File: config.mk
export PLATFORM = sky130hd
export DESIGN_NAME = dbg_cmd_engine
export DESIGN_NICKNAME = d
export VERILOG_FILES = /design/src/common/dbg_mem_pkg.sv /design/src/common/dbg_proto_pkg.sv /design/src/debugger/dbg_cmd_engine.sv
export VERILOG_INCLUDE_DIRS = /design/src /design/src/common
export SDC_FILE = /design/constraint.sdc
export NUM_CORES = 1
export LEC_CHECK = 0
export ABC_AREA = 0
export BUFFER_PORTS_ARGS = -buffer_cell sky130_fd_sc_hd__buf_2
export CAP_MARGIN = 10
export CORE_ASPECT_RATIO = 1.2
export CORE_UTILIZATION = 35
export DETAILED_ROUTE_END_ITERATION = 6
export PLACE_DENSITY = 0.58
export SETUP_SLACK_MARGIN = 0.4
export SYNTH_ARGS = -nofsm -noshare
export SYNTH_HDL_FRONTEND = slang
export SYNTH_SLANG_ARGS = --single-unit
File: constraint.sdc
create_clock -name i_clk -period 4.7 [get_ports i_clk]
set_input_delay 0.705 -clock i_clk [delete_from_list [all_inputs] [get_ports i_clk]]
set_output_delay 0.705 -clock i_clk [all_outputs]
set_load 0.005 [all_outputs]
File: src/common/dbg_macros.svh
`ifndef DBG_MACROS_SVH
`define DBG_MACROS_SVH

// address bits actually decoded by the target RAM
`define DBG_MEM_AW       10
`define DBG_MEM_DEPTH    1024

`define DBG_RX_DEPTH     16
`define DBG_TX_DEPTH     8   // also the engine's starting credit

// credit granted by the downstream consumer out of reset
`define DBG_LINK_CREDITS 4

`endif

File: src/common/dbg_mem_pkg.sv
package dbg_mem_pkg;

    typedef logic [15:0] mem_addr_t;
    typedef logic [7:0]  mem_data_t;

    typedef enum logic {
        MEM_READ  = 1'b0,
        MEM_WRITE = 1'b1
    } mem_op_e;

endpackage

File: src/common/dbg_proto_pkg.sv
package dbg_proto_pkg;

    // opcodes, first byte of every command
    typedef enum logic [7:0] {
        CMD_NOP       = 8'd0,
        CMD_ECHO      = 8'd1,  // one byte in, same byte out
        CMD_MEM_WRITE = 8'd2,  // addr hi, addr lo, len hi, len lo, data
        CMD_MEM_READ  = 8'd3,  // addr hi, addr lo, len hi, len lo
        CMD_REG_WRITE = 8'd4,  // reg addr, value
        CMD_REG_READ  = 8'd5   // reg addr
    } dbg_cmd_e;

    // control and status register map
    typedef enum logic [7:0] {
        REG_CTRL        = 8'd0,  // bit 0 is write protect
        REG_CMD_COUNT   = 8'd1,
        REG_BAD_OPCODE  = 8'd2,
        REG_RX_OVERFLOW = 8'd3
    } dbg_reg_e;

    // one reply byte on its way to the link
    typedef struct packed {
        logic [7:0] data;
        logic       last;  // final byte of a reply
    } tx_item_t;

endpackage

File: src/debugger/dbg_cmd_engine.sv
`timescale 1ns/1ps
`include "dbg_macros.svh"

module dbg_cmd_engine (
    input  logic                     i_clk,
    input  logic                     i_reset_n,

    input  logic                     i_rxq_valid,
    input  logic [7:0]               i_rxq_byte,
    output logic                     o_rxq_pop,

    output logic                     o_txq_push,
    output dbg_proto_pkg::tx_item_t  o_txq_item,
    input  logic                     i_txq_credit_ret,

    output logic                     o_mem_en,
    output dbg_mem_pkg::mem_op_e     o_mem_op,
    output dbg_mem_pkg::mem_addr_t   o_mem_addr,
    output dbg_mem_pkg::mem_data_t   o_mem_wdata,
    input  dbg_mem_pkg::mem_data_t   i_mem_rdata,

    output logic                     o_reg_wr_en,
    output dbg_proto_pkg::dbg_reg_e  o_reg_addr,
    output logic [7:0]               o_reg_wdata,
    input  logic [7:0]               i_reg_rdata,
    input  logic                     i_write_protect,

    output logic                     o_cmd_done,
    output logic                     o_bad_opcode,

    output dbg_proto_pkg::dbg_cmd_e  o_debug_cmd,
    output logic [15:0]              o_debug_bytes_remaining
);

    localparam int CW = $clog2(`DBG_TX_DEPTH + 1);
    localparam logic [2:0] IDX_DATA = 3'd4;  // header done, payload phase

    dbg_proto_pkg::dbg_cmd_e  cmd;
    dbg_proto_pkg::tx_item_t  item_r;
    dbg_mem_pkg::mem_addr_t   addr;          // next address of the burst
    logic [2:0]               idx;
    logic [15:0]              remaining;
    logic [7:0]               len_hi;
    logic [CW-1:0]            credit;        // free slots in the transmit queue
    logic                     take;
    logic                     rd_issue;
    logic                     spend;
    logic                     finish;
    logic                     rd_last;
    logic                     rd_pend;
    logic                     rd_pend_last;
    logic                     reg_rd_q;
    logic                     push_r;

    // whether the current command can accept another byte
    always_comb begin
        case (cmd)
            dbg_proto_pkg::CMD_NOP:      take = 1'b1;
            dbg_proto_pkg::CMD_ECHO,
            dbg_proto_pkg::CMD_REG_READ: take = (remaining != 0) && (credit != 0);
            dbg_proto_pkg::CMD_MEM_READ: take = (remaining != 0) && (idx != IDX_DATA);
            default:                     take = (remaining != 0);
        endcase
    end

    assign o_rxq_pop = i_rxq_valid && take;

    // a read goes out only with a reply slot already reserved
    assign rd_issue = (cmd == dbg_proto_pkg::CMD_MEM_READ) && (idx == IDX_DATA)
                      && (remaining != 0) && (credit != 0);
    assign spend = rd_issue || (o_rxq_pop && (cmd == dbg_proto_pkg::CMD_ECHO ||
                                              cmd == dbg_proto_pkg::CMD_REG_READ));

    assign finish = (cmd != dbg_proto_pkg::CMD_NOP) && (remaining == 0)
                    && !o_mem_en && !rd_pend && !reg_rd_q;

    always_ff @(posedge i_clk or negedge i_reset_n) begin
        if (!i_reset_n) begin
            cmd          <= dbg_proto_pkg::CMD_NOP;
            idx          <= '0;
            remaining    <= '0;
            len_hi       <= '0;
            addr         <= '0;
            credit       <= CW'(`DBG_TX_DEPTH);
            o_mem_en     <= 1'b0;
            o_mem_op     <= dbg_mem_pkg::MEM_READ;
            o_mem_addr   <= '0;
            o_mem_wdata  <= '0;
            o_reg_wr_en  <= 1'b0;
            o_reg_addr   <= dbg_proto_pkg::REG_CTRL;
            o_reg_wdata  <= '0;
            o_cmd_done   <= 1'b0;
            o_bad_opcode <= 1'b0;
            push_r       <= 1'b0;
            item_r       <= '0;
            rd_last      <= 1'b0;
            rd_pend      <= 1'b0;
            rd_pend_last <= 1'b0;
            reg_rd_q     <= 1'b0;
        end else begin
            o_mem_en     <= 1'b0;
            o_reg_wr_en  <= 1'b0;
            o_cmd_done   <= 1'b0;
            o_bad_opcode <= 1'b0;
            push_r       <= 1'b0;
            reg_rd_q     <= 1'b0;
            credit       <= credit - CW'(spend) + CW'(i_txq_credit_ret);

            // RAM data shows up one cycle after the enable
            rd_pend      <= o_mem_en && (o_mem_op == dbg_mem_pkg::MEM_READ);
            rd_pend_last <= rd_last;

            if (reg_rd_q) begin
                push_r <= 1'b1;  // register value is valid now
                item_r <= '{data: i_reg_rdata, last: 1'b1};
            end

            if (rd_issue) begin
                o_mem_en   <= 1'b1;
                o_mem_op   <= dbg_mem_pkg::MEM_READ;
                o_mem_addr <= addr;
                addr       <= addr + 16'd1;
                remaining  <= remaining - 16'd1;
                rd_last    <= (remaining == 16'd1);
            end

            if (finish) begin
                cmd        <= dbg_proto_pkg::CMD_NOP;
                o_cmd_done <= 1'b1;
            end else if (o_rxq_pop) begin
                if (cmd == dbg_proto_pkg::CMD_NOP) begin
                    idx <= '0;
                    case (i_rxq_byte)
                        dbg_proto_pkg::CMD_NOP: o_cmd_done <= 1'b1;
                        dbg_proto_pkg::CMD_ECHO,
                        dbg_proto_pkg::CMD_REG_READ: begin
                            cmd       <= dbg_proto_pkg::dbg_cmd_e'(i_rxq_byte);
                            remaining <= 16'd1;
                        end
                        dbg_proto_pkg::CMD_REG_WRITE: begin
                            cmd       <= dbg_proto_pkg::CMD_REG_WRITE;
                            remaining <= 16'd2;
                        end
                        dbg_proto_pkg::CMD_MEM_WRITE,
                        dbg_proto_pkg::CMD_MEM_READ: begin
                            cmd       <= dbg_proto_pkg::dbg_cmd_e'(i_rxq_byte);
                            remaining <= 16'd4;  // header only for now
                        end
                        default: o_bad_opcode <= 1'b1;  // single byte, dropped
                    endcase
                end else begin
                    if (idx != IDX_DATA) begin
                        idx <= idx + 3'd1;
                    end
                    remaining <= remaining - 16'd1;
                    case (cmd)
                        dbg_proto_pkg::CMD_ECHO: begin
                            push_r <= 1'b1;
                            item_r <= '{data: i_rxq_byte, last: 1'b1};
                        end
                        dbg_proto_pkg::CMD_REG_READ: begin
                            o_reg_addr <= dbg_proto_pkg::dbg_reg_e'(i_rxq_byte);
                            reg_rd_q   <= 1'b1;
                        end
                        dbg_proto_pkg::CMD_REG_WRITE: begin
                            if (idx == 3'd0) begin
                                o_reg_addr <= dbg_proto_pkg::dbg_reg_e'(i_rxq_byte);
                            end else begin
                                o_reg_wr_en <= 1'b1;
                                o_reg_wdata <= i_rxq_byte;
                            end
                        end
                        default: begin
                            // memory commands share the header layout
                            case (idx)
                                3'd0: addr[15:8] <= i_rxq_byte;
                                3'd1: addr[7:0]  <= i_rxq_byte;
                                3'd2: len_hi     <= i_rxq_byte;
                                3'd3: remaining  <= {len_hi, i_rxq_byte};
                                default: begin
                                    // data still consumed when protected
                                    if (!i_write_protect) begin
                                        o_mem_en    <= 1'b1;
                                        o_mem_op    <= dbg_mem_pkg::MEM_WRITE;
                                        o_mem_addr  <= addr;
                                        o_mem_wdata <= i_rxq_byte;
                                    end
                                    addr <= addr + 16'd1;
                                end
                            endcase
                        end
                    endcase
                end
            end
        end
    end

    // read data bypasses the reply register so it leaves right away
    assign o_txq_push = push_r || rd_pend;
    assign o_txq_item = rd_pend ? dbg_proto_pkg::tx_item_t'{data: i_mem_rdata,
                                                            last: rd_pend_last}
                                : item_r;

    assign o_debug_cmd             = cmd;
    assign o_debug_bytes_remaining = remaining;

endmodule

-- Yosys cells after proc, flatten, opt, wreduce, memory -nomap -nowiden
Index checks and enable logic that the tools add are counted.
- add/subtract/negate cells: 5
- equality and inequality tests: 16
- mux-type cells: 72
- bitwise gates (word level): 7
- reduce and logical (&&, ||, !) cells: 45
- operators with widths (operator ; number):
    16-bit 2-to-1 mux ; 18
    8-bit case mux with 2 select lines ; 4
    9-bit 2-to-1 mux ; 6
    16-bit case mux with 3 select lines ; 1
    1-bit 2-to-1 mux ; 36
    8-bit by 3-bit == test with 1-bit output, second input constant ; 4
    8-bit 2-to-1 mux ; 4
    8-bit by 2-bit == test with 1-bit output, second input constant ; 3
    16-bit by 1-bit adder with 16-bit output, second input constant ; 1
    16-bit by 1-bit == test with 1-bit output, second input constant ; 1
    8-bit by 1-bit == test with 1-bit output, second input constant ; 2
    16-bit logical NOT ; 1
    8-bit logical NOT ; 2
    16-bit nonzero test ; 1
    16-bit by 1-bit subtractor with 16-bit output, second input constant ; 1
    5-bit AND reduction ; 3
    1-bit logical AND ; 12
    3-bit OR reduction ; 3
    2-bit nonzero test ; 4
    8-bit nonzero test ; 1
    4-bit OR reduction ; 2
    1-bit inverter ; 7
    3-bit by 2-bit == test with 1-bit output, second input constant ; 2
    3-bit 2-to-1 mux ; 2
    other kinds (17) ; 24
- flip-flop bits (word level): 114
- input port bits: 29
- output and inout port bits: 80

-- Longest topological paths before layout
Gate-level depths: netlist of run 1.
- depth in word-level cells: 11
- mapped depth: 14
- mapped depth without buffers: 13

-- Least setup slack after synthesis of run 1
OpenSTA, ideal clock, no wires.
- path type: flip-flop to flip-flop
- from: register remaining[0] (netlist: o_debug_bytes_remaining[0])
- to: register credit[2]
- setup time: 0.123 ns
- arrival: 3.230 ns
- required time: 4.577 ns
- setup slack: 1.347 ns
- cell stages (with the launch flop): 14
- clock period less this slack: 3.353 ns
- path through: dfrtp_1 inv_1 ha_1 or3b_2 or4_4 and2_4 o21ai_2 o21ai_0 ha_1 inv_1 ha_1 inv_1 fa_1 xnor2_1
- cells in the longest elaborated chain, start to end: 8
- elaborated cells on any way between the ends: 11
- RTL lines (element ; RTL line ; text):
    start: declaration ; dbg_cmd_engine.sv:42 ; logic [15:0] remaining;
    start signal: assignment ; dbg_cmd_engine.sv:123 ; remaining <= remaining - 16'd1;
    start signal: assignment ; dbg_cmd_engine.sv:155 ; remaining <= remaining - 16'd1;
    start signal: assignment ; dbg_cmd_engine.sv:179 ; 3'd3: remaining <= {len_hi, i_rxq_byte};
    16-bit nonzero test * ; - ;
    1-bit logical AND (on tied branches) ; dbg_cmd_engine.sv:61, dbg_cmd_engine.sv:60 ;
    1-bit case mux with 3 select lines ; dbg_cmd_engine.sv:57 ; case (cmd)
    1-bit logical AND ; dbg_cmd_engine.sv:66 ; assign o_rxq_pop = i_rxq_valid && take;
    1-bit logical AND ; dbg_cmd_engine.sv:71 ; assign spend = rd_issue || (o_rxq_pop && (cmd == dbg_proto_pkg::CMD_ECHO ||
    1-bit logical OR * ; dbg_cmd_engine.sv:71 ;
    4-bit by 1-bit subtractor with 4-bit output * ; dbg_cmd_engine.sv:107 ; credit <= credit - CW'(spend) + CW'(i_txq_credit_ret);
    4-bit by 1-bit adder with 4-bit output * ; dbg_cmd_engine.sv:107 ;
    end signal: assignment ; dbg_cmd_engine.sv:84 ; credit <= CW'(`DBG_TX_DEPTH);
    end signal: assignment ; dbg_cmd_engine.sv:107 ;
    end: declaration ; dbg_cmd_engine.sv:44 ; logic [CW-1:0] credit;
Every way passes the cells marked *; elsewhere a longest branch is shown, timed or not.
A chain may end at the register's enable or synchronous reset.

-- Worst setup path in the final report of run 1
- from: register remaining[0] (netlist: o_debug_bytes_remaining[0])
- to: output o_rxq_pop
- cells in the longest elaborated chain, start to end: 4
- elaborated cells on any way between the ends: 5
- RTL lines (element ; RTL line ; text):
    16-bit nonzero test * ; dbg_cmd_engine.sv:60, dbg_cmd_engine.sv:61, dbg_cmd_engine.sv:62 ;
    1-bit logical AND (on tied branches) ; dbg_cmd_engine.sv:61, dbg_cmd_engine.sv:60 ;
    1-bit case mux with 3 select lines * ; dbg_cmd_engine.sv:57 ;
    1-bit logical AND * ; dbg_cmd_engine.sv:66 ;
    end: declaration ; dbg_cmd_engine.sv:10 ; output logic o_rxq_pop,
Marks and branches as above.

==> impl_metrics.env, run 1 <==
export IMPL_status="completed"
export IMPL_grt_pass1_wl_um=27900
export IMPL_slew_headroom_pct=23.4
export IMPL_tightest_slew_ns=1.14
export IMPL_wl_um=17300
export IMPL_finalSetupViolCount=0
export IMPL_power_leakage_nw=3.50
export IMPL_synthArstFlopShare_pct=100
export IMPL_insertion_delay_ns=0.43
export IMPL_layout_commonest_cell="dfrtp_1"
export IMPL_path_class="flop to output pin"
export IMPL_die_height_um=148
export IMPL_clock_sinks=114
export IMPL_track_usage_pct=20.3
export IMPL_grt_max_degree=61
export IMPL_wl_per_cell_um=19.0
export IMPL_multi_input_area_sq_mm=0.00312
export IMPL_globalRouteOverflowTotal=0
export IMPL_hold_violations=0
export IMPL_hp_class="input port to asynchronous set/reset pin"
export IMPL_synthFlopType="dfrtp_1"
export IMPL_fmax_mhz=271
export IMPL_cts_resized=0
export IMPL_final_layout_size_suffix_gt1_share_pct=32.8
export IMPL_hold_buffers=0
export IMPL_fp_row_count=53
export IMPL_dieWidth_um=124
export IMPL_ys_types=71
export IMPL_ys_ff_latch=114
export IMPL_syn_inst=583
export IMPL_syn_area_per_cell_sq_um=10.7
export IMPL_drv_slew=0
export IMPL_syn_cell_area_sq_mm=0.00621
export IMPL_pwr_density_cell_mw_per_mm2=614
export IMPL_core_area_sq_mm=0.0174
export IMPL_nets=720
export IMPL_clk_path_buf_depth=2
export IMPL_first_pass_iters=4
export IMPL_cts_buffers=17
export IMPL_worstPathMaxFanout=6
export IMPL_seq_area_frac_synth_pct=46.0
export IMPL_cts_tree="built"
export IMPL_htree_levels=4
export IMPL_remaining_drc_errors=0
export IMPL_required_ns=3.99
export IMPL_start_kind="flop"
export IMPL_skew_ns=0.00928
export IMPL_rsz0062_at_grt="false"
export IMPL_gp_congestion=0.941
export IMPL_area_growth_pct=20.3
export IMPL_diodes=0
export IMPL_layout_worst_path_cycle_share_pct=78.4
export IMPL_layout_common_cells="113 x dfrtp_1, 107 x buf_2, 45 x mux2_2"
export IMPL_end_kind="output pin"
export IMPL_drv_cap=0
export IMPL_nFillCells=1701
export IMPL_synth_net_count=626
export IMPL_critical_path_arrival_ns=2.98
export IMPL_synth_edff_count=0
export IMPL_postCtsSetupBuffers=0
export IMPL_ys_warn_count=0
export IMPL_ant_nets=0
export IMPL_rrSetupSlack_ns=1.04
export IMPL_place_hpwl_um=12000
export IMPL_start_util_pct=35.6
export IMPL_fin_crit_ns=3.69
export IMPL_setup_tns_final_ns=0
export IMPL_path_clk_slew_ns=0.06
export IMPL_vias=4913
export IMPL_root_buffer="clkbuf_16"
export IMPL_io_pins=109
export IMPL_ff_latch_area_sq_mm=0.00285
export IMPL_irDropWorstVdd_v=0.000259
export IMPL_drt_iter0_drc=322
export IMPL_io_buffers=108
export IMPL_viasPerCell=5.40
export IMPL_first_global_vias=5126
export IMPL_power_total_mw=4.58
export IMPL_antenna_found_initial=1
export IMPL_die_area_sq_mm=0.0183
==> critical path, cell delays in order, from the launching register on <==
cell and delay (ns):
dfrtp_1 0.43, inv_1 0.10, ha_1 0.22, or3b_2 0.53
or4_4 0.58, and2_4 0.20, o21ai_2 0.20, inv_1 0.14
buf_2 0.15
==> where the power goes <==
part | leakage, nW | internal [mW] | total [mW] | switching (mW)
logic | 1.76 | 0.810 | 1.77 | 0.958
clock network | 0.296 | 0.817 | 1.31 | 0.496
registers | 1.44 | 1.24 | 1.50 | 0.267
==> cells in the mapped netlist (all sizes together), types with 13 or more instances <==
| cell | instances | share of area (%) |
|---|---|---|
| ha | 13 | 2.6 |
| mux2 | 59 | 11 |
| o22ai | 29 | 2.9 |
| nand2 | 44 | 2.7 |
| xnor2 | 24 | 3.4 |
| dfrtp | 113 | 46 |
| nor3 | 16 | 1.4 |
| nand3 | 17 | 1.5 |
| xor2 | 29 | 4.1 |
| a22oi | 14 | 1.7 |
| o21ai | 20 | 1.7 |
| inv | 15 | 0.91 |
| nor2 | 39 | 2.5 |
| a21oi | 14 | 1.3 |
| buf | 15 | 1.6 |
| clkbuf | 21 | 1.3 |
==> final timing paths <==
kind | startpoint | to | depth (start not counted)
worst min-delay path | i_reset_n | o_reg_wdata[6] | 1
min in group i_clk | rd_last | rd_pend_last | 0
worst max-delay path | o_debug_bytes_remaining[0] | o_rxq_pop | 8
worst min register to register | rd_last | rd_pend_last | 0
max in group asynchronous | i_reset_n | o_debug_bytes_remaining[3] | 2
worst max register to register | o_debug_bytes_remaining[0] | credit[2] | 13
==> metal layers <==
metal / vias up / wire, um / GRT usage, %
li1: 2267 / - / -
met1: 2474 / 6960 / 24.6
met2: 128 / 8850 / 33.9
met3: 42 / 932 / 4.51
met4: 2 / 506 / 8.98
met5: - / 13 / 0
==> layout make-up <==
type,instances,area share [%]
Timing Repair Buffer,111,7.57
Clock buffer,19,6.06
Sequential cell,114,38.2
Tap cell,220,3.68
Multi-Input combinational cell,418,41.8
Inverter,15,0.754
Clock inverter,13,1.98
==> logic make-up after synthesis <==
family          synth area share (%)
mux                             12.8
compound gates                  11.4
xor+xnor                        7.47
flops                           46.0
fa+ha+maj                       2.94
simple gates                    15.7
buf+inv                         3.81
==> through the flow <==
stage	util (%)	setup WS, ns	hold slack, ns	instance area (sq um)	std cells
2_1_floorplan	-	1.35	0.354	6210	583
3_3_place_gp	39.4	1.21	0.391	6870	878
3_5_place_dp	39.4	1.10	0.368	6870	878
4_1_cts	42.8	1.04	0.0636	7470	910
5_1_grt	42.8	0.822	0.0672	7470	910
6_report	42.8	1.01	0.0741	7470	910
==> state kept, by name, summed over array words and instances (netlist names), 3 cells and up <==
register                 flops
o_mem_wdata                  8
credit                       4
o_reg_wdata                  8
addr                        16
o_mem_addr                  16
len_hi                       8
o_debug_bytes_remaining     16
idx                          3
o_reg_addr                   8
o_debug_cmd                  8
item_r                       9
Note: power is estimated with default switching activity, not from simulation.
==> run 2: changes to the inputs <==
- ABC_AREA: 0 -> 1
- clock period: 4.7 -> 3.5 ns (I/O delays scaled with it)
==> run 2 against run 1 <==
Effect of this change: via count rose by 21%; synthesized cell count increased by 48%; non-clock buffer count up 5; critical path depth increased by 7; wire length rose by 9.8%; count of clock-buffer cells in the layout did not move; core utilization increased by 0.31 points; largest cell class unchanged.
==> impl_metrics.env, run 2 <==
export IMPL_root_buffer="clkbuf_16"
export IMPL_nets=1013
export IMPL_rr_startpoint="o_debug_bytes_remaining[0]"
export IMPL_yosysTopAreaCellShare_pct=43.5
export IMPL_synth_most_common_cell="nand2_1"
export IMPL_power_leakage_nw=4.16
export IMPL_synth_edff_count=0
export IMPL_syn_area_per_cell_sq_um=7.56
export IMPL_synthFlopType="dfrtp_1"
export IMPL_multi_input_area_sq_mm=0.00317
export IMPL_track_usage_pct=20.5
export IMPL_reg2reg_depth=15
export IMPL_drt_iter0_drc=324
export IMPL_nFillCells=1842
export IMPL_ff_latch_area_sq_mm=0.00285
export IMPL_dr_wl_met2_um=9320
export IMPL_wl_met3_um=767
export IMPL_first_pass_iters=4
export IMPL_antenna_found_initial=0
export IMPL_required_ns=3.82
export IMPL_clk_path_buf_depth=2
export IMPL_tightest_slew_ns=0.692
export IMPL_drv_slew=0
export IMPL_hold_worst_slack_ns=0.122
export IMPL_first_global_vias=5711
export IMPL_status="completed"
export IMPL_die_height_um=151
export IMPL_regToRegEndpoint="credit[2]"
export IMPL_synth_common_cells="278 x nand2_1, 113 x dfrtp_1, 72 x inv_1, 68 x nand3_1, 64 x nor2_1"
export IMPL_remaining_drc_errors=0
export IMPL_final_layout_size_suffix_gt1_share_pct=19.9
export IMPL_start_util_pct=35.7
export IMPL_viasPerCell=4.93
export IMPL_layout_commonest_cell="nand2_1"
export IMPL_rrSetupSlack_ns=0.67
export IMPL_wl_per_cell_um=15.7
export IMPL_synth_top_area_cell="dfrtp_1"
export IMPL_grt_max_degree=70
export IMPL_syn_inst=860
export IMPL_rsz0062_at_grt="false"
export IMPL_hold_violations=0
export IMPL_die_area_sq_mm=0.0191
export IMPL_htree_levels=4
export IMPL_io_pins=109
export IMPL_ys_types=40
export IMPL_area_growth_pct=20.7
export IMPL_hp_class="input port to asynchronous set/reset pin"
export IMPL_globalRouteOverflowTotal=0
export IMPL_critical_path_arrival_ns=3.15
export IMPL_place_hpwl_um=13600
export IMPL_io_buffers=108
export IMPL_ant_nets=0
export IMPL_cts_resized=0
export IMPL_ys_ff_latch=114
export IMPL_drv_cap=0
export IMPL_syn_cell_area_sq_mm=0.00650
export IMPL_wl_um=18900
export IMPL_dieWidth_um=126
export IMPL_gp_congestion=0.906
export IMPL_pwr_density_cell_mw_per_mm2=898
export IMPL_fin_crit_ns=2.83
export IMPL_finalSetupViolCount=0
export IMPL_synth_net_count=903
export IMPL_layout_common_cells="278 x nand2_1, 113 x dfrtp_1, 107 x buf_2"
export IMPL_start_kind="flop"
export IMPL_diodes=0
export IMPL_clock_sinks=114
export IMPL_worstPathMaxFanout=18
export IMPL_postCtsSetupBuffers=0
export IMPL_path_class="flop to flop"
export IMPL_skew_ns=0.0140
export IMPL_seq_area_frac_synth_pct=43.9
export IMPL_cts_buffers=17
export IMPL_insertion_delay_ns=0.43
export IMPL_core_area_sq_mm=0.0182
export IMPL_fp_row_count=54
export IMPL_setup_tns_final_ns=0
export IMPL_fmax_mhz=353
export IMPL_top_layer_used="met4"
export IMPL_hold_buffers=0
export IMPL_layout_worst_path_cycle_share_pct=81.0
export IMPL_path_clk_slew_ns=0.06
export IMPL_vias=5946
export IMPL_ys_warn_count=0
export IMPL_slew_headroom_pct=53.5
export IMPL_irDropWorstVdd_v=0.000415
export IMPL_synth_area_top_cells="dfrtp_1 44%, nand2_1 16%, nand3_1 5.2%, inv_1 4.2%, o21ai_0 4.0%"
export IMPL_wl_met1_um=8490
export IMPL_end_kind="flop"
export IMPL_grt_pass1_wl_um=29900
export IMPL_cts_tree="built"
export IMPL_synthArstFlopShare_pct=100
[run 2: final cells by class]
| type | count | share of cell area, % |
|---|---|---|
| flip-flops and latches | 114 | 36.4 |
| multi-input cells | 633 | 40.4 |
| repair buffers | 116 | 7.85 |
| inverters | 88 | 4.21 |
| well taps | 224 | 3.57 |
| clock buffers | 19 | 5.52 |
| clock inverters | 13 | 2.06 |
[run 2: metal layers]
metal  vias to the layer above  track usage (%)
li1                       3015                -
met1                      2781             25.3
met2                       125             35.9
met3                        25             4.03
met4                         0             6.75
met5                         -                0
[run 2: metrics by stage]
step | power, mW | setup WS [ns] | instance area, sq um | utilization (%) | instances
2_1_floorplan | 4.31 | 0.687 | 6500 | - | 860
3_3_place_gp | 5.26 | 0.703 | 7240 | 39.8 | 1174
3_5_place_dp | 5.29 | 0.646 | 7240 | 39.8 | 1174
4_1_cts | 7.08 | 0.629 | 7830 | 43.1 | 1206
5_1_grt | 7.61 | 0.410 | 7840 | 43.2 | 1207
6_report | 7.04 | 0.666 | 7840 | 43.2 | 1207
[run 2: worst max-delay path by stage]
stage | startpoint | endpoint | cells after the start
6_report | o_debug_bytes_remaining[0] | credit[2] | 15
5_1_grt | o_debug_bytes_remaining[0] | credit[2] | 15
4_1_cts | o_debug_bytes_remaining[0] | credit[2] | 15
3_5_place_dp | o_debug_bytes_remaining[0] | credit[2] | 15
3_3_place_gp | o_debug_bytes_remaining[0] | credit[2] | 15
2_1_floorplan | o_debug_bytes_remaining[0] | credit[2] | 17
[run 2: kinds of logic after synthesis]
kind of cell    after synthesis  synth area share, %
simple gates                470                 32.4
xor+xnor                     23                 3.10
flops                       114                 43.9
fa+ha+maj                    14                 2.81
compound gates              125                 10.3
buf+inv                     114                 7.49
[run 2: critical path, cell delays in order, from the launching register on]
cell     delay, ns
dfrtp_1       0.41
inv_1         0.14
ha_1          0.22
nand2_2       0.12
nor2_8        0.21
a21oi_4       0.10
nand2_4       0.16
nand2_8       0.14
nand2_1       0.10
nand2_1       0.06
ha_1          0.27
inv_1         0.05
ha_1          0.15
inv_1         0.06
fa_1          0.40
xnor2_1       0.13
[run 2: power breakdown]
group | switching [mW] | internal [mW] | total, mW
combinational | 1.92 | 1.13 | 3.05
clock | 0.649 | 1.12 | 1.77
sequential | 0.391 | 1.84 | 2.23
